===== config.mk =====
export PLATFORM = sky130hd
export DESIGN_NAME = dcmi_capture_top
export DESIGN_NICKNAME = d
export VERILOG_FILES = /design/src/dcmi_pkg.sv /design/src/dcmi_sync_in.sv /design/src/dcmi_frame_fsm.sv /design/src/dcmi_crop_window.sv /design/src/dcmi_pixel_pack.sv /design/src/dcmi_capture_top.sv
export SDC_FILE = /design/constraint.sdc
export NUM_CORES = 1
export LEC_CHECK = 0
export BUFFER_PORTS_ARGS = -buffer_cell sky130_fd_sc_hd__buf_2
export CORE_UTILIZATION = 27
export DETAILED_ROUTE_END_ITERATION = 16
export HOLD_SLACK_MARGIN = 0.15
export PLACE_DENSITY_LB_ADDON = 0.12
export SYNTH_ARGS = -nofsm -noshare
export SYNTH_HDL_FRONTEND = slang
export SYNTH_SLANG_ARGS = --single-unit

===== constraint.sdc =====
create_clock -name pclk -period 3.6 [get_ports pclk]
set_input_delay 0.54 -clock pclk [delete_from_list [all_inputs] [get_ports pclk]]
set_output_delay 0.54 -clock pclk [all_outputs]
set_load 0.1 [all_outputs]

===== src/dcmi_pkg.sv =====
// dcmi capture shared widths, bus width codes and frame state encoding

package dcmi_pkg;

    // --------------------
    // widths
    // --------------------
    localparam int DATA_W = 14;             // camera data bus, widest mode
    localparam int CNT_W  = 14;             // crop counters and crop registers
    localparam int WORD_W = 32;             // packed output word
    localparam int BYTE_W = 8;              // lane width for the 8-bit bus
    localparam int HALF_W = WORD_W / 2;     // lane width for 10/12/14-bit buses

    // --------------------
    // bus width codes
    // --------------------
    typedef enum logic [1:0] {
        W8  = 2'd0,
        W10 = 2'd1,
        W12 = 2'd2,
        W14 = 2'd3
    } bus_width_t;

    // --------------------
    // frame fsm states
    // --------------------
    typedef enum logic [2:0] {
        IDLE             = 3'd0,
        WAIT_FRAME_START = 3'd1,    // armed, waiting for vsync to open a frame
        WAIT_LINE_START  = 3'd2,    // inside a frame, between lines
        LINE_RECV        = 3'd3,    // taking pixels
        WAIT_LINE_END    = 3'd4,    // pixel crop reached, rest of line ignored
        WAIT_FRAME_END   = 3'd5,    // line crop reached, rest of frame ignored
        FRAME_END        = 3'd6     // single cycle, flush and irq
    } frame_state_t;

    // lanes per word minus one, used by the packer
    localparam logic [1:0] LANE_MAX_8B  = 2'd3;
    localparam logic [1:0] LANE_MAX_16B = 2'd1;

endpackage


===== src/dcmi_sync_in.sv =====
// dcmi input stage: polarity correction, sync edge detect and masked data latch
`timescale 1ns/1ps

module dcmi_sync_in (
    input  logic                        pclk,
    input  logic                        rstn,
    input  logic                        block_en,
    input  logic                        hsync_polarity,
    input  logic                        vsync_polarity,
    input  dcmi_pkg::bus_width_t        data_bus_width,
    input  logic                        dcmi_vsync,
    input  logic                        dcmi_hsync,
    input  logic [dcmi_pkg::DATA_W-1:0] dcmi_data,
    output logic [dcmi_pkg::DATA_W-1:0] sample,
    output logic                        href,
    output logic                        frame_open,
    output logic                        frame_close,
    output logic                        line_open,
    output logic                        line_close
);

    logic                        vsync;
    logic                        hsync;
    logic                        vsync_d1;
    logic                        hsync_d1;
    logic [dcmi_pkg::DATA_W-1:0] data_mask;

    // corrected strobes are low while the frame or line is active
    assign vsync = dcmi_vsync ^ vsync_polarity;
    assign hsync = dcmi_hsync ^ hsync_polarity;

    // only the lanes of the configured width pass
    always_comb begin
        case (data_bus_width)
            dcmi_pkg::W8:  data_mask = {{(dcmi_pkg::DATA_W-8){1'b0}}, {8{1'b1}}};
            dcmi_pkg::W10: data_mask = {{(dcmi_pkg::DATA_W-10){1'b0}}, {10{1'b1}}};
            dcmi_pkg::W12: data_mask = {{(dcmi_pkg::DATA_W-12){1'b0}}, {12{1'b1}}};
            default:       data_mask = '1;  // full 14-bit bus
        endcase
    end

    always_ff @(posedge pclk or negedge rstn) begin
        if (!rstn) begin
            vsync_d1 <= 1'b0;
            hsync_d1 <= 1'b0;
            sample   <= '0;
        end else if (!block_en) begin
            vsync_d1 <= 1'b0;
            hsync_d1 <= 1'b0;
            sample   <= '0;
        end else begin
            vsync_d1 <= vsync;
            hsync_d1 <= hsync;
            sample   <= dcmi_data & data_mask;
        end
    end

    // href lines up with the latched sample, not the pins
    assign href        = ~hsync_d1;
    assign frame_open  = vsync_d1 & ~vsync;     // falling edge
    assign frame_close = ~vsync_d1 & vsync;     // rising edge
    assign line_open   = hsync_d1 & ~hsync;
    assign line_close  = ~hsync_d1 & hsync;

endmodule


===== src/dcmi_frame_fsm.sv =====
// dcmi frame and line state machine with line, frame start and frame end irq pulses
`timescale 1ns/1ps

module dcmi_frame_fsm (
    input  logic pclk,
    input  logic rstn,
    input  logic block_en,
    input  logic capture_en,
    input  logic snapshot_mode,
    input  logic frame_open,
    input  logic frame_close,
    input  logic line_open,
    input  logic line_close,
    input  logic pixel_crop_end,
    input  logic line_crop_end,
    output logic frame_begin,
    output logic line_begin,
    output logic line_done,
    output logic in_line,
    output logic frame_done,
    output logic line_irq_pulse,
    output logic frame_start_irq_pulse,
    output logic frame_end_irq_pulse
);

    dcmi_pkg::frame_state_t curr_st;
    dcmi_pkg::frame_state_t next_st;

    // --------------------
    // state register
    // --------------------
    always_ff @(posedge pclk or negedge rstn) begin
        if (!rstn)
            curr_st <= dcmi_pkg::IDLE;
        else if (!block_en)
            curr_st <= dcmi_pkg::IDLE;
        else
            curr_st <= next_st;
    end

    always_comb begin
        next_st = curr_st;
        case (curr_st)
            dcmi_pkg::IDLE: begin
                if (capture_en)
                    next_st = dcmi_pkg::WAIT_FRAME_START;
            end
            dcmi_pkg::WAIT_FRAME_START: begin
                if (frame_open)
                    next_st = dcmi_pkg::WAIT_LINE_START;
            end
            dcmi_pkg::WAIT_LINE_START: begin
                if (frame_close)
                    next_st = dcmi_pkg::FRAME_END;
                else if (line_open)
                    next_st = dcmi_pkg::LINE_RECV;
            end
            dcmi_pkg::LINE_RECV: begin
                if (frame_close)            // frame cut short
                    next_st = dcmi_pkg::FRAME_END;
                else if (line_close)
                    next_st = line_crop_end ? dcmi_pkg::WAIT_FRAME_END
                                            : dcmi_pkg::WAIT_LINE_START;
                else if (pixel_crop_end)    // window width reached
                    next_st = dcmi_pkg::WAIT_LINE_END;
            end
            dcmi_pkg::WAIT_LINE_END: begin
                if (frame_close)
                    next_st = dcmi_pkg::FRAME_END;
                else if (line_close)
                    next_st = line_crop_end ? dcmi_pkg::WAIT_FRAME_END
                                            : dcmi_pkg::WAIT_LINE_START;
            end
            dcmi_pkg::WAIT_FRAME_END: begin
                if (frame_close)
                    next_st = dcmi_pkg::FRAME_END;
            end
            dcmi_pkg::FRAME_END: begin
                if (snapshot_mode || !capture_en)
                    next_st = dcmi_pkg::IDLE;
                else
                    next_st = dcmi_pkg::WAIT_FRAME_START;
            end
            default: next_st = dcmi_pkg::IDLE;
        endcase
    end

    // --------------------
    // state strobes
    // --------------------
    assign frame_begin = (curr_st == dcmi_pkg::WAIT_FRAME_START) &&
                         (next_st != dcmi_pkg::WAIT_FRAME_START);
    assign line_begin  = (curr_st != dcmi_pkg::LINE_RECV) && (next_st == dcmi_pkg::LINE_RECV);
    assign line_done   = (curr_st == dcmi_pkg::LINE_RECV) && (next_st != dcmi_pkg::LINE_RECV);
    assign in_line     = (curr_st == dcmi_pkg::LINE_RECV);
    assign frame_done  = (curr_st == dcmi_pkg::FRAME_END);

    // irq pulses one cycle after each event
    always_ff @(posedge pclk or negedge rstn) begin
        if (!rstn) begin
            line_irq_pulse        <= 1'b0;
            frame_start_irq_pulse <= 1'b0;
            frame_end_irq_pulse   <= 1'b0;
        end else if (!block_en) begin
            line_irq_pulse        <= 1'b0;
            frame_start_irq_pulse <= 1'b0;
            frame_end_irq_pulse   <= 1'b0;
        end else begin
            line_irq_pulse        <= line_begin;
            frame_start_irq_pulse <= frame_begin;
            frame_end_irq_pulse   <= frame_done;
        end
    end

endmodule


===== src/dcmi_crop_window.sv =====
// dcmi crop window: line and pixel counters that gate capture and end the window
`timescale 1ns/1ps

module dcmi_crop_window (
    input  logic                       pclk,
    input  logic                       rstn,
    input  logic                       block_en,
    input  logic                       crop_en,
    input  logic [dcmi_pkg::CNT_W-1:0] line_crop_start,
    input  logic [dcmi_pkg::CNT_W-1:0] pixel_crop_start,
    input  logic [dcmi_pkg::CNT_W-1:0] line_crop_size,
    input  logic [dcmi_pkg::CNT_W-1:0] pixel_crop_size,
    input  logic                       frame_begin,
    input  logic                       line_begin,
    input  logic                       line_done,
    input  logic                       in_line,
    output logic                       in_window,
    output logic                       pixel_crop_end,
    output logic                       line_crop_end
);

    logic [dcmi_pkg::CNT_W-1:0] line_cnt;
    logic                       line_active;
    logic [dcmi_pkg::CNT_W-1:0] pixel_cnt;
    logic                       pixel_active;
    logic                       last_line_hit;
    logic                       last_line_seen;

    assign last_line_hit = line_active && (line_cnt == line_crop_size - 1'b1);

    // --------------------
    // line counter
    // --------------------
    always_ff @(posedge pclk or negedge rstn) begin
        if (!rstn) begin
            line_cnt       <= '0;
            line_active    <= 1'b0;
            last_line_seen <= 1'b0;
        end else if (!block_en) begin
            line_cnt       <= '0;
            line_active    <= 1'b0;
            last_line_seen <= 1'b0;
        end else if (frame_begin) begin
            line_cnt       <= '0;
            line_active    <= !(crop_en && line_crop_start != '0);
            last_line_seen <= 1'b0;
        end else if (line_done) begin
            last_line_seen <= last_line_hit;    // held while waiting for hsync end
            if (!line_active && line_cnt == line_crop_start - 1'b1) begin
                line_cnt    <= '0;              // window opens, restart from zero
                line_active <= 1'b1;
            end else begin
                line_cnt <= line_cnt + 1'b1;
            end
        end
    end

    // --------------------
    // pixel counter
    // --------------------
    always_ff @(posedge pclk or negedge rstn) begin
        if (!rstn) begin
            pixel_cnt    <= '0;
            pixel_active <= 1'b0;
        end else if (!block_en) begin
            pixel_cnt    <= '0;
            pixel_active <= 1'b0;
        end else if (line_begin) begin
            pixel_cnt    <= '0;
            pixel_active <= !(crop_en && pixel_crop_start != '0);
        end else if (in_line) begin
            if (!pixel_active && pixel_cnt == pixel_crop_start - 1'b1) begin
                pixel_cnt    <= '0;
                pixel_active <= 1'b1;
            end else begin
                pixel_cnt <= pixel_cnt + 1'b1;
            end
        end
    end

    assign in_window = in_line & (~crop_en | (line_active & pixel_active));

    assign pixel_crop_end = crop_en & in_line & pixel_active &
                            (pixel_cnt == pixel_crop_size - 1'b1);
    // line count has already moved on once the line left LINE_RECV early
    assign line_crop_end  = crop_en & (in_line ? last_line_hit : last_line_seen);

endmodule


===== src/dcmi_pixel_pack.sv =====
// dcmi pixel packer: places samples into 32-bit words and registers the output
`timescale 1ns/1ps

module dcmi_pixel_pack (
    input  logic                        pclk,
    input  logic                        rstn,
    input  logic                        block_en,
    input  dcmi_pkg::bus_width_t        data_bus_width,
    input  logic [dcmi_pkg::DATA_W-1:0] sample,
    input  logic                        href,
    input  logic                        in_line,
    input  logic                        in_window,
    input  logic                        frame_begin,
    input  logic                        frame_done,
    output logic [dcmi_pkg::WORD_W-1:0] dout,
    output logic                        dout_vld
);

    logic                        take;
    logic [1:0]                  lane_cnt;
    logic [1:0]                  lane_max;
    logic [dcmi_pkg::WORD_W-1:0] word_base;
    logic [dcmi_pkg::WORD_W-1:0] word_next;
    logic [dcmi_pkg::WORD_W-1:0] pixel_word;
    logic                        pixel_word_vld;

    assign take     = in_line & in_window & href;
    assign lane_max = (data_bus_width == dcmi_pkg::W8) ? dcmi_pkg::LANE_MAX_8B
                                                       : dcmi_pkg::LANE_MAX_16B;

    // a new word starts from zero, so unfilled lanes stay clear
    always_comb begin
        word_base = (lane_cnt == 2'd0) ? '0 : pixel_word;
        word_next = word_base;
        if (data_bus_width == dcmi_pkg::W8)
            word_next[{lane_cnt, 3'b000} +: dcmi_pkg::BYTE_W] = sample[dcmi_pkg::BYTE_W-1:0];
        else
            word_next[{lane_cnt[0], 4'b0000} +: dcmi_pkg::HALF_W] =
                {{(dcmi_pkg::HALF_W-dcmi_pkg::DATA_W){1'b0}}, sample};
    end

    // --------------------
    // stage 1, assemble
    // --------------------
    always_ff @(posedge pclk or negedge rstn) begin
        if (!rstn) begin
            lane_cnt       <= 2'd0;
            pixel_word     <= '0;
            pixel_word_vld <= 1'b0;
        end else if (!block_en || frame_begin) begin
            lane_cnt       <= 2'd0;
            pixel_word     <= '0;
            pixel_word_vld <= 1'b0;
        end else if (take) begin
            pixel_word     <= word_next;
            pixel_word_vld <= (lane_cnt == lane_max);   // word full
            lane_cnt       <= (lane_cnt == lane_max) ? 2'd0 : lane_cnt + 2'd1;
        end else if (frame_done) begin
            pixel_word_vld <= (lane_cnt != 2'd0);       // flush partial word
            lane_cnt       <= 2'd0;
        end else begin
            pixel_word_vld <= 1'b0;
        end
    end

    // --------------------
    // stage 2, output
    // --------------------
    always_ff @(posedge pclk or negedge rstn) begin
        if (!rstn) begin
            dout     <= '0;
            dout_vld <= 1'b0;
        end else if (!block_en) begin
            dout     <= '0;
            dout_vld <= 1'b0;
        end else begin
            dout_vld <= pixel_word_vld;
            if (pixel_word_vld)
                dout <= pixel_word;     // held until the next word
        end
    end

endmodule


===== src/dcmi_capture_top.sv =====
// dcmi capture top level: input sync, frame fsm, crop window and word packer
`timescale 1ns/1ps

module dcmi_capture_top (
    input  logic                        pclk,
    input  logic                        rstn,
    input  logic                        dcmi_vsync,
    input  logic                        dcmi_hsync,
    input  logic [dcmi_pkg::DATA_W-1:0] dcmi_data,
    input  logic                        block_en,
    input  logic                        capture_en,
    input  logic                        snapshot_mode,
    input  logic                        crop_en,
    input  logic                        hsync_polarity,
    input  logic                        vsync_polarity,
    input  dcmi_pkg::bus_width_t        data_bus_width,
    input  logic [dcmi_pkg::CNT_W-1:0]  line_crop_start,
    input  logic [dcmi_pkg::CNT_W-1:0]  pixel_crop_start,
    input  logic [dcmi_pkg::CNT_W-1:0]  line_crop_size,
    input  logic [dcmi_pkg::CNT_W-1:0]  pixel_crop_size,
    output logic                        line_irq_pulse,
    output logic                        frame_start_irq_pulse,
    output logic                        frame_end_irq_pulse,
    output logic [dcmi_pkg::WORD_W-1:0] dout,
    output logic                        dout_vld
);

    logic [dcmi_pkg::DATA_W-1:0] sample;
    logic                        href;
    logic                        frame_open, frame_close;
    logic                        line_open, line_close;
    logic                        frame_begin, frame_done;
    logic                        line_begin, line_done, in_line;
    logic                        in_window, pixel_crop_end, line_crop_end;

    dcmi_sync_in sync_in_i (
        .pclk(pclk), .rstn(rstn), .block_en(block_en),
        .hsync_polarity(hsync_polarity), .vsync_polarity(vsync_polarity),
        .data_bus_width(data_bus_width),
        .dcmi_vsync(dcmi_vsync), .dcmi_hsync(dcmi_hsync), .dcmi_data(dcmi_data),
        .sample(sample), .href(href),
        .frame_open(frame_open), .frame_close(frame_close),
        .line_open(line_open), .line_close(line_close)
    );

    dcmi_frame_fsm frame_fsm_i (
        .pclk(pclk), .rstn(rstn), .block_en(block_en),
        .capture_en(capture_en), .snapshot_mode(snapshot_mode),
        .frame_open(frame_open), .frame_close(frame_close),
        .line_open(line_open), .line_close(line_close),
        .pixel_crop_end(pixel_crop_end), .line_crop_end(line_crop_end),
        .frame_begin(frame_begin), .line_begin(line_begin), .line_done(line_done),
        .in_line(in_line), .frame_done(frame_done),
        .line_irq_pulse(line_irq_pulse), .frame_start_irq_pulse(frame_start_irq_pulse),
        .frame_end_irq_pulse(frame_end_irq_pulse)
    );

    dcmi_crop_window crop_window_i (
        .pclk(pclk), .rstn(rstn), .block_en(block_en), .crop_en(crop_en),
        .line_crop_start(line_crop_start), .pixel_crop_start(pixel_crop_start),
        .line_crop_size(line_crop_size), .pixel_crop_size(pixel_crop_size),
        .frame_begin(frame_begin), .line_begin(line_begin),
        .line_done(line_done), .in_line(in_line),
        .in_window(in_window), .pixel_crop_end(pixel_crop_end),
        .line_crop_end(line_crop_end)
    );

    dcmi_pixel_pack pixel_pack_i (
        .pclk(pclk), .rstn(rstn), .block_en(block_en),
        .data_bus_width(data_bus_width), .sample(sample), .href(href),
        .in_line(in_line), .in_window(in_window),
        .frame_begin(frame_begin), .frame_done(frame_done),
        .dout(dout), .dout_vld(dout_vld)
    );

endmodule


==> After elaboration in Yosys (flattened, before gate mapping) <==
Cells that the tools add are included.
{ "totals": {"ff_bits": 121, "latch_bits": 0, "mem_bits_rw": 0, "rom_bits": 0, "output_inout_bits": 36, "n_memories": 0} }
{ "classes": {"add_sub_neg": 9, "n_mul": 0, "div": 0, "n_lt_le_gt_ge": 0, "n_eq_ne": 22, "shift": 4, "muxes": 58, "n_bitwise": 21, "n_reduce_logical": 26} }
{ "ops": {"columns": ["operator", "n"], "rows": [
  ["$mux W32", 6],
  ["$mux W14", 9],
  ["$bwmux W32", 2],
  ["$eq A14 B14 Y1", 4],
  ["$sub A14 B1 Y14 const B", 4],
  ["$pmux W14 S3", 1],
  ["$mux W3", 12],
  ["$shift A16 B7 Y32 const A", 1],
  ["$shift A8 B7 Y32 const A", 1],
  ["$shiftx A16 B7 Y32", 1],
  ["$shiftx A8 B7 Y32", 1],
  ["$add A14 B1 Y14 const B", 2],
  ["$reduce_bool A14 Y1", 2],
  ["$mux W1", 22],
  ["$pmux W3 S7", 1],
  ["$ne A3 B1 Y1 const B", 5],
  ["$and A14 B14 Y14", 1],
  ["$neg A5 Y7", 2],
  ["$and A1 B1 Y1", 12],
  ["$mux W2", 5],
  ["$eq A3 B2 Y1 const B", 3],
  ["$eq A3 B3 Y1 const B", 3],
  ["$logic_and A1 B1 Y1", 8],
  ["$logic_not A1 Y1", 6],
  ["other kinds (16)", 26]
]} }

==> Longest topological paths before layout <==
Gate-level depths: netlist of run 1.
{ "depth": {"word_depth": 14, "mapped_depth": 12, "mapped_depth_nobuf": 11} }

==> Modules after synthesis <==
From an unflattened synthesis of run 1, not the netlist that was laid out.
{ "hier_totals": {"cells_unflattened": 858, "area_unflattened_um2": 7908.8} }
{ "by_module_without_submodules": {"columns": ["module", "n_inst", "cells_per_inst", "area_per_inst_um2", "seq_area_each_um2"], "rows": [
  ["dcmi_crop_window", 1, 472, 3608.5, 775.7],
  ["dcmi_pixel_pack", 1, 296, 3303.2, 1701.6],
  ["dcmi_sync_in", 1, 41, 563.0, 400.4],
  ["dcmi_frame_fsm", 1, 49, 434.2, 150.1]
]} }

==> Worst setup path after synthesis of run 1 <==
No wires, ideal clock.
{ "synth_path": {"kind": "input to register", "start": "input port pixel_crop_start[4] (netlist bit)", "end": "register crop_window_i.pixel_cnt[7] (netlist bit)", "setup_time_ns": 0.131, "arrival_ns": 3.336, "path_slack_ns": 0.133, "stages": 12, "path_buffers": 3, "cell_sequence": "clkbuf_1 or4_1 clkbuf_1 or4_1 xnor2_1 a2111oi_0 nand4_1 o211ai_1 clkbuf_1 a21oi_1 o21ai_0 o31ai_1"} }
{ "synth_via": {"elab_chain_len": 7} }
{ "synth_lines": {"columns": ["element", "line", "rtl"], "rows": [
  ["start: declaration", "dcmi_capture_top.sv:18", "input logic [dcmi_pkg::CNT_W-1:0] pixel_crop_start,"],
  ["$sub A14 B1 Y14", "dcmi_crop_window.sv:72", "if (!pixel_active && pixel_cnt == pixel_crop_start - 1'b1) begin"],
  ["$eq A14 B14 Y1", "dcmi_crop_window.sv:72", null],
  ["$logic_and A1 B1 Y1", "dcmi_crop_window.sv:72", null],
  ["$mux W14", "dcmi_crop_window.sv:72", null],
  ["$mux W14", "dcmi_crop_window.sv:71", "end else if (in_line) begin"],
  ["$mux W14", "dcmi_crop_window.sv:68", "end else if (line_begin) begin"],
  ["$mux W14", "dcmi_crop_window.sv:65", "end else if (!block_en) begin"],
  ["end signal: assignment", "dcmi_crop_window.sv:76", "pixel_cnt <= pixel_cnt + 1'b1;"],
  ["end: declaration", "dcmi_crop_window.sv:24", "logic [dcmi_pkg::CNT_W-1:0] pixel_cnt;"]
]} }
Every way passes these cells. The select of a mux whose other input is x is not followed.
A chain may end at the register's enable or synchronous reset.

==> Worst setup path in the final report of run 1 <==
{ "layout_path": {"start": "input port line_crop_size[1] (netlist bit)", "end": "register crop_window_i.line_cnt[10] (netlist bit)"} }
{ "layout_via": {"elab_chain_len": 13, "elab_cells_between_ends": 18} }
{ "layout_lines": {"columns": ["element", "line", "rtl"], "rows": [
  ["start: declaration", "dcmi_capture_top.sv:19", "input logic [dcmi_pkg::CNT_W-1:0] line_crop_size,"],
  ["$sub A14 B1 Y14 (*)", "dcmi_crop_window.sv:29", "assign last_line_hit = line_active && (line_cnt == line_crop_size - 1'b1);"],
  ["$eq A14 B14 Y1 (*)", "dcmi_crop_window.sv:29", null],
  ["$logic_and A1 B1 Y1 (*)", "dcmi_crop_window.sv:29", null],
  ["$mux W1 (*)", "dcmi_crop_window.sv:86", "assign line_crop_end = crop_en & (in_line ? last_line_hit : last_line_seen);"],
  ["$and A1 B1 Y1 (*)", "dcmi_crop_window.sv:86", null],
  ["$mux W3 (*)", "dcmi_frame_fsm.sv:62, dcmi_frame_fsm.sv:71", null],
  ["$mux W3, on equally long branches", "dcmi_frame_fsm.sv:70, dcmi_frame_fsm.sv:61", null],
  ["$mux W3, on equally long branches", "dcmi_frame_fsm.sv:68, dcmi_frame_fsm.sv:59", null],
  ["$pmux W3 S7 (*)", "dcmi_frame_fsm.sv:43", "case (curr_st)"],
  ["$ne A3 B1 Y1", "dcmi_frame_fsm.sv:92", "(next_st != dcmi_pkg::WAIT_FRAME_START);"],
  ["$logic_and A1 B1 Y1", "dcmi_frame_fsm.sv:91", "assign frame_begin = (curr_st == dcmi_pkg::WAIT_FRAME_START) &&"],
  ["$mux W14", "dcmi_crop_window.sv:43", "end else if (frame_begin) begin"],
  ["$mux W14", "dcmi_crop_window.sv:39", "end else if (!block_en) begin"],
  ["end signal: assignment", "dcmi_crop_window.sv:53", "line_cnt <= line_cnt + 1'b1;"],
  ["end: declaration", "dcmi_crop_window.sv:22", "logic [dcmi_pkg::CNT_W-1:0] line_cnt;"]
]} }
Every way passes the cells marked *; elsewhere a longest branch is shown, timed or not.

==> summary.md, run 1 <==
| Metric | Value |
|---|---|
| Status | `finished clean` |
| Standard cell area after detailed placement | `9479 um^2` |
| Leading cell type in the layout, fill and taps excluded | `sky130_fd_sc_hd__nor2_1` |
| Routed via count divided by cell count | `5.148` |
| Power Dens Cells | `348.7 nW/um^2` |
| CTS tree | `done` |
| CTS Sinks | `121` |
| Commonest cells after routing, fill and taps aside | `sky130_fd_sc_hd__nor2_1, sky130_fd_sc_hd__dfrtp_1, sky130_fd_sc_hd__buf_2` |
| DP Worst Slack | `-0.3237 ns` |
| Kind of capture point of the worst setup path | `register` |
| Area contributors post-synth | `sky130_fd_sc_hd__dfrtp_1, sky130_fd_sc_hd__nor2_1, sky130_fd_sc_hd__xnor2_1` |
| Placer's final routability congestion estimate | `0.8243` |
| Routed wire length | `26.59 mm` |
| Synth unique cells | `71` |
| Final Cycle Share | `90.49%` |
| Maximum fanout along the worst path | `10` |
| Final-stage net count | `1205` |
| Yosys reg bits | `121` |
| Reported net switching power | `0.001035 W` |
| Final global-route overflow total | `0` |
| Share of final-layout standard cells stronger than drive strength 1 | `19.41%` |
| RSZ-0062 raised after global routing | `no` |
| Reg power frac | `40.8%` |
| Initial antenna violation count | `0` |
| Die H | `177.1 um` |
| Worst hold path type | `in -> reg` |
| Drt wl/cell | `17.58 um` |
| Proportion of synthesized flip-flops having asynchronous set or reset | `100.0%` |
| Dominant cell type by area after synthesis | `sky130_fd_sc_hd__dfrtp_1` |
| Post-Synthesis Net Count | `1084` |
| Number of buffers on the longest clock path | `2` |
| Clock power frac | `46.5%` |
| Net Sw Frac | `29.55%` |
| Max-cap check violation count | `0` |
| Met1 Resource Use GR | `23.97%` |
| Detailed placer's ending HPWL | `19.24 mm` |
| Total routing usage reported by global routing | `17.27%` |
| Syn Std Cell Area | `8277 um^2` |
| Pleak | `4.071 nW` |
| Antenna Violating Nets Remaining | `0` |
| Clock transition at the register clock pins on the worst setup and hold paths after CTS | `0.06 ns` |
| Final worst-path setup slack | `0.3424 ns` |
| Met3 global-route usage | `2.921%` |
| VDD IR-drop max | `0.0002221 V` |
| Area of the core | `29870 um^2` |
| Critical path class | `in -> reg` |
| Share of total power in combinational logic | `12.7%` |
| Warnings from Yosys | `0` |
| Shortest clock period the worst path allows after layout | `3.258 ns` |
| Internal portion of total power | `0.002468 W` |
| Area grow syn2layout | `21.39%` |
| Mean instance size in the synthesized netlist | `8.369 um^2` |
| Number of buffers created by CTS | `17` |
| Arrival time at the worst endpoint | `3.61 ns` |
| Overall die width | `177.1 um` |
| Clock latency reported for the late side of the worst-skew pair | `0.43 ns` |
| Sum of negative setup slack | `0 ns` |
| Number of violations reported at the end of detailed-routing iteration 0 | `533` |
| Top-level I/O count | `118` |
| H-tree lvl count | `4` |
| Global-route layer with the greatest usage | `met2` |
| Area share of the largest cell type after synthesis | `36.58%` |
| Worst Skew | `0.01214 ns` |
| Maximum number of pins on one net before global-route repair | `61` |
| CTS root buffer | `sky130_fd_sc_hd__clkbuf_16` |
| Worst slew slack as a fraction of its limit | `26.13%` |
| Number of design rule violations left after detail routing | `0` |
| Top_reg_cell synth | `sky130_fd_sc_hd__dfrtp_1` |
| Hold violation total from the final report | `0` |
| Via Count | `7789` |
| Post-synthesis sequential area ratio | `36.58%` |
| Starting utilization of the core area | `27.70%` |
| Filler Cells Inserted | `3137` |
| Met2 track utilization from global routing | `27.78%` |
| Highest attainable clock frequency | `307.0 MHz` |
| # rows | `63` |
| Startpoint kind of the worst setup timing path | `input port` |
| Count of flip-flops with a built-in enable after synthesis | `0` |
| Number of antenna diodes | `0` |
| Port Buffer Count | `117` |
| Critical Path RT | `3.95 ns` |
| Iteration count of the initial detailed-routing pass | `5` |
| Die area | `31360 um^2` |
| Final Max Slew Viols | `0` |
| Count of endpoints failing setup in the final report | `0` |
| Least-Margin Pin Slew | `1.100 ns` |
| Finished layout cell area | `10050 um^2` |
| Post-synthesis cell count | `989` |
| Global-route wire length before repair | `42.55 mm` |
| Vias in the first global route | `7606` |
-- Yosys cell counts (5+ instances only) --
cell type                  count
sky130_fd_sc_hd__nand4b_1      5
sky130_fd_sc_hd__nand2b_1     10
sky130_fd_sc_hd__a22oi_1      34
sky130_fd_sc_hd__a311oi_1      7
sky130_fd_sc_hd__a21oi_1      40
sky130_fd_sc_hd__nor2b_1      19
sky130_fd_sc_hd__xnor2_1      47
sky130_fd_sc_hd__a211oi_1      9
sky130_fd_sc_hd__nand3_1      36
sky130_fd_sc_hd__nor3_1       28
sky130_fd_sc_hd__dfrtp_1     121
sky130_fd_sc_hd__o22ai_1      10
sky130_fd_sc_hd__nand4_1       7
sky130_fd_sc_hd__inv_1        37
sky130_fd_sc_hd__nor4b_1       6
sky130_fd_sc_hd__mux2i_1      34
sky130_fd_sc_hd__nor4_1       17
sky130_fd_sc_hd__buf_1         7
sky130_fd_sc_hd__or4_1         8
sky130_fd_sc_hd__or3_1         9
sky130_fd_sc_hd__clkbuf_1     54
sky130_fd_sc_hd__o211ai_1     27
sky130_fd_sc_hd__o21ai_1       9
sky130_fd_sc_hd__ha_1         13
sky130_fd_sc_hd__and3_1       18
sky130_fd_sc_hd__xor2_1       20
sky130_fd_sc_hd__nor2_1      124
sky130_fd_sc_hd__o21ai_0      64
sky130_fd_sc_hd__and2_1       16
sky130_fd_sc_hd__nand3b_1      6
sky130_fd_sc_hd__o31ai_1      12
sky130_fd_sc_hd__nand2_1      56
sky130_fd_sc_hd__a31oi_1      12
-- registers in the layout (all words and copies together) (netlist names), 2 cells and up --
name and flops:
crop_window_i.line_cnt 14, pixel_pack_i.dout 32, frame_fsm_i.curr_st 3, pixel_pack_i.lane_cnt 2, sync_in_i.sample 14, pixel_pack_i.pixel_word 32, crop_window_i.pixel_cnt 14
-- metal layers --
layer / wire (um) / part of all wire, %
met5: 0 / 0
met4: 296 / 1.1
met3: 947 / 3.6
met2: 12520 / 47
met1: 12830 / 48
-- worst paths after layout --
| path | startpoint | depth (start not counted) | slack, ns | to |
|---|---|---|---|---|
| worst max-delay path | line_crop_size[1] | 13 | 0.34 | crop_window_i.line_cnt[10]$_DFFE_PN0P_ |
| worst min-delay path | dcmi_data[7] | 2 | 0.33 | sync_in_i.sample[7]$_DFF_PN0_ |
| worst max register to register | crop_window_i.line_cnt[2]$_DFFE_PN0P_ | 9 | 0.51 | crop_window_i.line_cnt[10]$_DFFE_PN0P_ |
| worst min register to register | pixel_pack_i.dout[7]$_DFFE_PN0P_ | 2 | 0.52 | pixel_pack_i.dout[7]$_DFFE_PN0P_ |
| max in group asynchronous | rstn | 3 | 2.16 | pixel_pack_i.pixel_word_vld$_DFF_PN0_ |
| min in group asynchronous | rstn | 2 | 0.61 | pixel_pack_i.dout[23]$_DFFE_PN0P_ |
-- cell type report --
cell class | count | area [um^2] | share of cell area (%)
Clock inverter | 14 | 113.9 | 1.133
Tap cell | 390 | 488.0 | 4.857
Clock buffer | 18 | 439.2 | 4.371
Sequential cell | 121 | 3029 | 30.15
Inverter | 38 | 142.6 | 1.420
Multi-Input combinational cell | 766 | 4863 | 48.41
Timing Repair Buffer | 166 | 970.9 | 9.664
-- per-stage QoR --
stage | util (%) | hold WS, ns | instances | power [W]
after floorplan | - | 0.2444 | 989 | 0.001686
after detailed placement | 31.73 | 0.5072 | 1480 | 0.001903
after CTS | 33.61 | 0.3210 | 1513 | 0.003553
after global placement | 31.73 | 0.4993 | 1480 | 0.001905
final | 33.63 | 0.3348 | 1513 | 0.003503
after global routing | 33.63 | 0.3270 | 1513 | 0.003669
-- what timing repair did --
| item | CTS | global route |
|---|---|---|
| endpoints found under the hold margin | 33 | 0 |
| hold buffers | 1 | 0 |
| endpoints found under the setup margin | 0 | 8 |
| setup buffers | 0 | 0 |
| resized for setup | 0 | 1 |
-- worst max-delay path, stage by stage --
cell and delay, ns:
sky130_fd_sc_hd__buf_2 0.12, sky130_fd_sc_hd__inv_1 0.05, sky130_fd_sc_hd__ha_1 0.21, sky130_fd_sc_hd__or4b_4 0.50
sky130_fd_sc_hd__nor4_4 0.27, sky130_fd_sc_hd__xnor2_1 0.12, sky130_fd_sc_hd__or4_1 0.51, sky130_fd_sc_hd__nor4b_1 0.28
sky130_fd_sc_hd__o211a_1 0.28, sky130_fd_sc_hd__a21o_1 0.33, sky130_fd_sc_hd__buf_4 0.20, sky130_fd_sc_hd__o21ai_1 0.07
sky130_fd_sc_hd__a21oi_1 0.13
-- power groups by stage --
| stage | Combinational, W | Clock (W) | Sequential [W] |
|---|---|---|---|
| floorplan | 0.000253 | 0 | 0.00143 |
| global placement | 0.000448 | 0 | 0.00146 |
| detailed placement | 0.000446 | 0 | 0.00146 |
| CTS | 0.000450 | 0.00167 | 0.00143 |
| global route | 0.000497 | 0.00174 | 0.00143 |
| finish | 0.000444 | 0.00163 | 0.00143 |
-- cell families after synthesis --
logic type / after synthesis / share of synthesized area, %
multiplexers: 35 / 4.248
AO/OA/AOI/OAI: 262 / 20.83
flip-flops: 121 / 36.58
buffers and inverters: 102 / 4.777
adder cells (fa/ha/maj): 13 / 1.965
XOR/XNOR: 67 / 7.090
AND/OR/NAND/NOR: 389 / 24.50
Note: power is estimated with default switching activity, not from simulation.
==> run 2: changes to the inputs <==
--- a/config.mk
+++ b/config.mk
@@ -6,6 +6,7 @@
 export NUM_CORES = 1
 export LEC_CHECK = 0
 export BUFFER_PORTS_ARGS = -buffer_cell sky130_fd_sc_hd__buf_2
+export CORE_ASPECT_RATIO = 0.6
 export CORE_UTILIZATION = 27
 export DETAILED_ROUTE_END_ITERATION = 16
 export HOLD_SLACK_MARGIN = 0.15
==> summary.md, run 2 (synthesis results as in run 1) <==
| Metric | Value |
|---|---|
| Initial antenna violation count | `0 (unchanged)` |
| CTS Sinks | `121 (unchanged)` |
| Number of hold buffers added after CTS | `0 (-1)` |
| CTS root buffer | `sky130_fd_sc_hd__clkbuf_16` |
| Number of violations reported at the end of detailed-routing iteration 0 | `671 (+26%)` |
| Met2 track utilization from global routing | `24.07% (-3.7 points)` |
| Final Max Slew Viols | `0 (unchanged)` |
| Met3 global-route usage | `3.663% (+0.74 points)` |
| Core Util, Final | `34.39% (+0.76 points)` |
| Max-cap check violation count | `0 (unchanged)` |
| Critical Path RT | `3.95 ns (about the same)` |
| Number of design rule violations left after detail routing | `0 (unchanged)` |
| Cell family with the largest share of critical-path delay | `simple AND/OR/NAND/NOR gates` |
| Pleak | `4.226 nW (+3.8%)` |
| Die H | `137.6 um (-22%)` |
| Final Cycle Share | `89.78% (-0.71 points)` |
| List of cells traversed by the critical path | `buf_2 > inv_1 > ha_1 > nor4b_1 > buf_4 > nand2_1 > nor4b_1 > o221ai_1 > or3_1 > o211a_1 > nor3_1 > o21ai_0 > a21oi_1` |
| Post-CTS setup-driven buffer insertion count | `0 (unchanged)` |
| Maximum number of pins on one net before global-route repair | `89 (+46%)` |
| Share of total power in combinational logic | `12.3% (-0.4 points)` |
| Final global-route overflow total | `0 (unchanged)` |
| CTS tree | `done` |
| Global-route layer with the greatest usage | `met1` |
| Worst hold path type | `in -> async` |
| Net Sw Frac | `26.14% (-3.4 points)` |
| Hold violation total from the final report | `0 (unchanged)` |
| Highest attainable clock frequency | `309.4 MHz (+0.79%)` |
| Worst slew slack as a fraction of its limit | `26.82% (+0.70 points)` |
| RSZ-0062 raised after global routing | `no` |
| VDD IR-drop max | `0.0002999 V (+35%)` |
| Die area | `31380 um^2 (about the same)` |
| Biggest cell delay along the critical path | `0.67 ns (+0.16 ns)` |
| Clock power frac | `50.1% (+3.6 points)` |
| Iteration count of the initial detailed-routing pass | `6 (+1)` |
| Clock latency reported for the late side of the worst-skew pair | `0.43 ns (about the same)` |
| Commonest cells after routing, fill and taps aside | `sky130_fd_sc_hd__nor2_1, sky130_fd_sc_hd__dfrtp_1, sky130_fd_sc_hd__buf_2` |
| Worst Skew | `0.006846 ns (-0.005294 ns)` |
| Buffers & Inverters on Critical Path | `3 (unchanged)` |
| Final-stage net count | `1223 (+1.5%)` |
| Startpoint kind of the worst setup timing path | `input port` |
| Standard cell area after detailed placement | `9673 um^2 (+2.0%)` |
| Power Dens Cells | `369.6 nW/um^2 (+6.0%)` |
| Sum of negative setup slack | `0 ns (unchanged)` |
| Global-route wire length before repair | `44.08 mm (+3.6%)` |
| Worst-path cell with the longest stage delay | `sky130_fd_sc_hd__nor3_1` |
| Shortest clock period the worst path allows after layout | `3.232 ns (-0.02556 ns)` |
| Total design power | `0.003818 W (+9.0%)` |
| Number of buffers created by CTS | `17 (unchanged)` |
| Cells resized by post-CTS repair | `0 (unchanged)` |
| Share of final-layout standard cells stronger than drive strength 1 | `20.68% (+1.3 points)` |
| Leading cell type in the layout, fill and taps excluded | `sky130_fd_sc_hd__nor2_1` |
| Final Instance Count excl. Fillers | `1549 (+2.4%)` |
| Number of antenna diodes | `0 (unchanged)` |
| H-tree lvl count | `4 (unchanged)` |
| Clock transition at the register clock pins on the worst setup and hold paths after CTS | `0.06 ns (about the same)` |
| Kind of capture point of the worst setup path | `register` |
| Starting utilization of the core area | `27.55% (-0.15 points)` |
| Most frequent cell on the critical path | `sky130_fd_sc_hd__nor4b_1` |
| Top-level I/O count | `118 (unchanged)` |
| Count of endpoints failing setup in the final report | `0 (unchanged)` |
| Area of the core | `30040 um^2 (+0.56%)` |
| Detailed placer's ending HPWL | `20.80 mm (+8.1%)` |
| Via Count | `7868 (+1.0%)` |
| Vias in the first global route | `7311 (-3.9%)` |
| Placer's final routability congestion estimate | `0.8707 (+5.6%)` |
| Reported net switching power | `0.0009982 W (-3.6%)` |
| Overall die width | `228.0 um (+29%)` |
| Internal portion of total power | `0.002820 W (+14%)` |
| Area grow syn2layout | `24.81%` |
| Placed Instances | `1517 (+2.5%)` |
| Maximum fanout along the worst path | `8 (-2)` |
| Routed via count divided by cell count | `5.079 (-1.3%)` |
| Largest registers in the final layout | `pixel_pack_i.dout: 32 flops, pixel_pack_i.pixel_word: 32 flops` |
| Arrival time at the worst endpoint | `3.58 ns (-0.03 ns)` |
| Least-Margin Pin Slew | `1.098 ns (-0.002000 ns)` |
| Total routing usage reported by global routing | `18.34% (+1.1 points)` |
| Finished layout cell area | `10330 um^2 (+2.8%)` |
| Port Buffer Count | `117 (unchanged)` |
| Routed wire length | `28.22 mm (+6.1%)` |
| Met1 Resource Use GR | `29.44% (+5.5 points)` |
| # rows | `49 (-22%)` |
| Filler Cells Inserted | `3164 (+0.86%)` |
| Drt wl/cell | `18.22 um (+3.7%)` |
| Reg power frac | `37.6% (-3.2 points)` |
| Critical path class | `in -> reg` |
| Status | `finished clean` |
| Antenna Violating Nets Remaining | `0 (unchanged)` |
| Number of buffers on the longest clock path | `2 (unchanged)` |
run 2: changes by cell type in the layout (fill, tap and decap cells not counted), moves of 2 or more:
cell,previous run,this run
sky130_fd_sc_hd__buf_12,1,3
sky130_fd_sc_hd__buf_4,48,64
sky130_fd_sc_hd__bufinv_16,0,4
sky130_fd_sc_hd__clkbuf_8,1,5
sky130_fd_sc_hd__clkinv_4,3,1
sky130_fd_sc_hd__inv_6,5,1
run 2: metal layers:
layer,wire length [um],share of wire [%]
met2,10920,39
met4,242,0.86
met5,0,0
met3,1401,5.0
met1,15660,55
run 2: area by class of cell:
cell class	instances	area, um^2	share of cell area [%]
sequential	121	3029	29.32
clock buffer	22	494.2	4.784
multi-input combinational	766	4858	47.03
tap	408	510.5	4.942
timing repair buffer	184	1132	10.96
inverter	38	142.6	1.381
clock inverter	10	162.7	1.575
run 2: power groups by stage:
| stage | clock network (W) | registers [W] | logic (W) |
|---|---|---|---|
| 2_1_floorplan | 0 | 0.00143 | 0.000253 |
| 3_3_place_gp | 0 | 0.00146 | 0.000474 |
| 3_5_place_dp | 0 | 0.00146 | 0.000471 |
| 4_1_cts | 0.00196 | 0.00143 | 0.000474 |
| 5_1_grt | 0.00203 | 0.00144 | 0.000523 |
| 6_report | 0.00191 | 0.00143 | 0.000470 |
run 2: path summary, 6_finish.rpt:
check	cells after the start	slack (ns)	end	startpoint
min in group pclk	2	0.32	sync_in_i.sample[1]$_DFF_PN0_	dcmi_data[1]
max reg2reg	9	0.44	crop_window_i.line_cnt[10]$_DFFE_PN0P_	crop_window_i.pixel_cnt[10]$_DFFE_PN0P_
min	1	0.19	pixel_pack_i.pixel_word[1]$_DFFE_PN0P_	rstn
max	13	0.37	crop_window_i.line_cnt[10]$_DFFE_PN0P_	pixel_crop_size[0]
min reg2reg	2	0.51	pixel_pack_i.dout[22]$_DFFE_PN0P_	pixel_pack_i.dout[22]$_DFFE_PN0P_
max in group asynchronous	2	2.73	sync_in_i.hsync_d1$_DFF_PN0_	rstn
run 2: stage by stage:
stage	setup WS, ns	hold WS, ns
4_1_cts	0.3917	0.2237
3_5_place_dp	-0.08636	0.5024
2_1_floorplan	0.1330	0.2444
3_3_place_gp	-0.05322	0.5007
5_1_grt	0.03969	0.2425
6_report	0.3679	0.1919
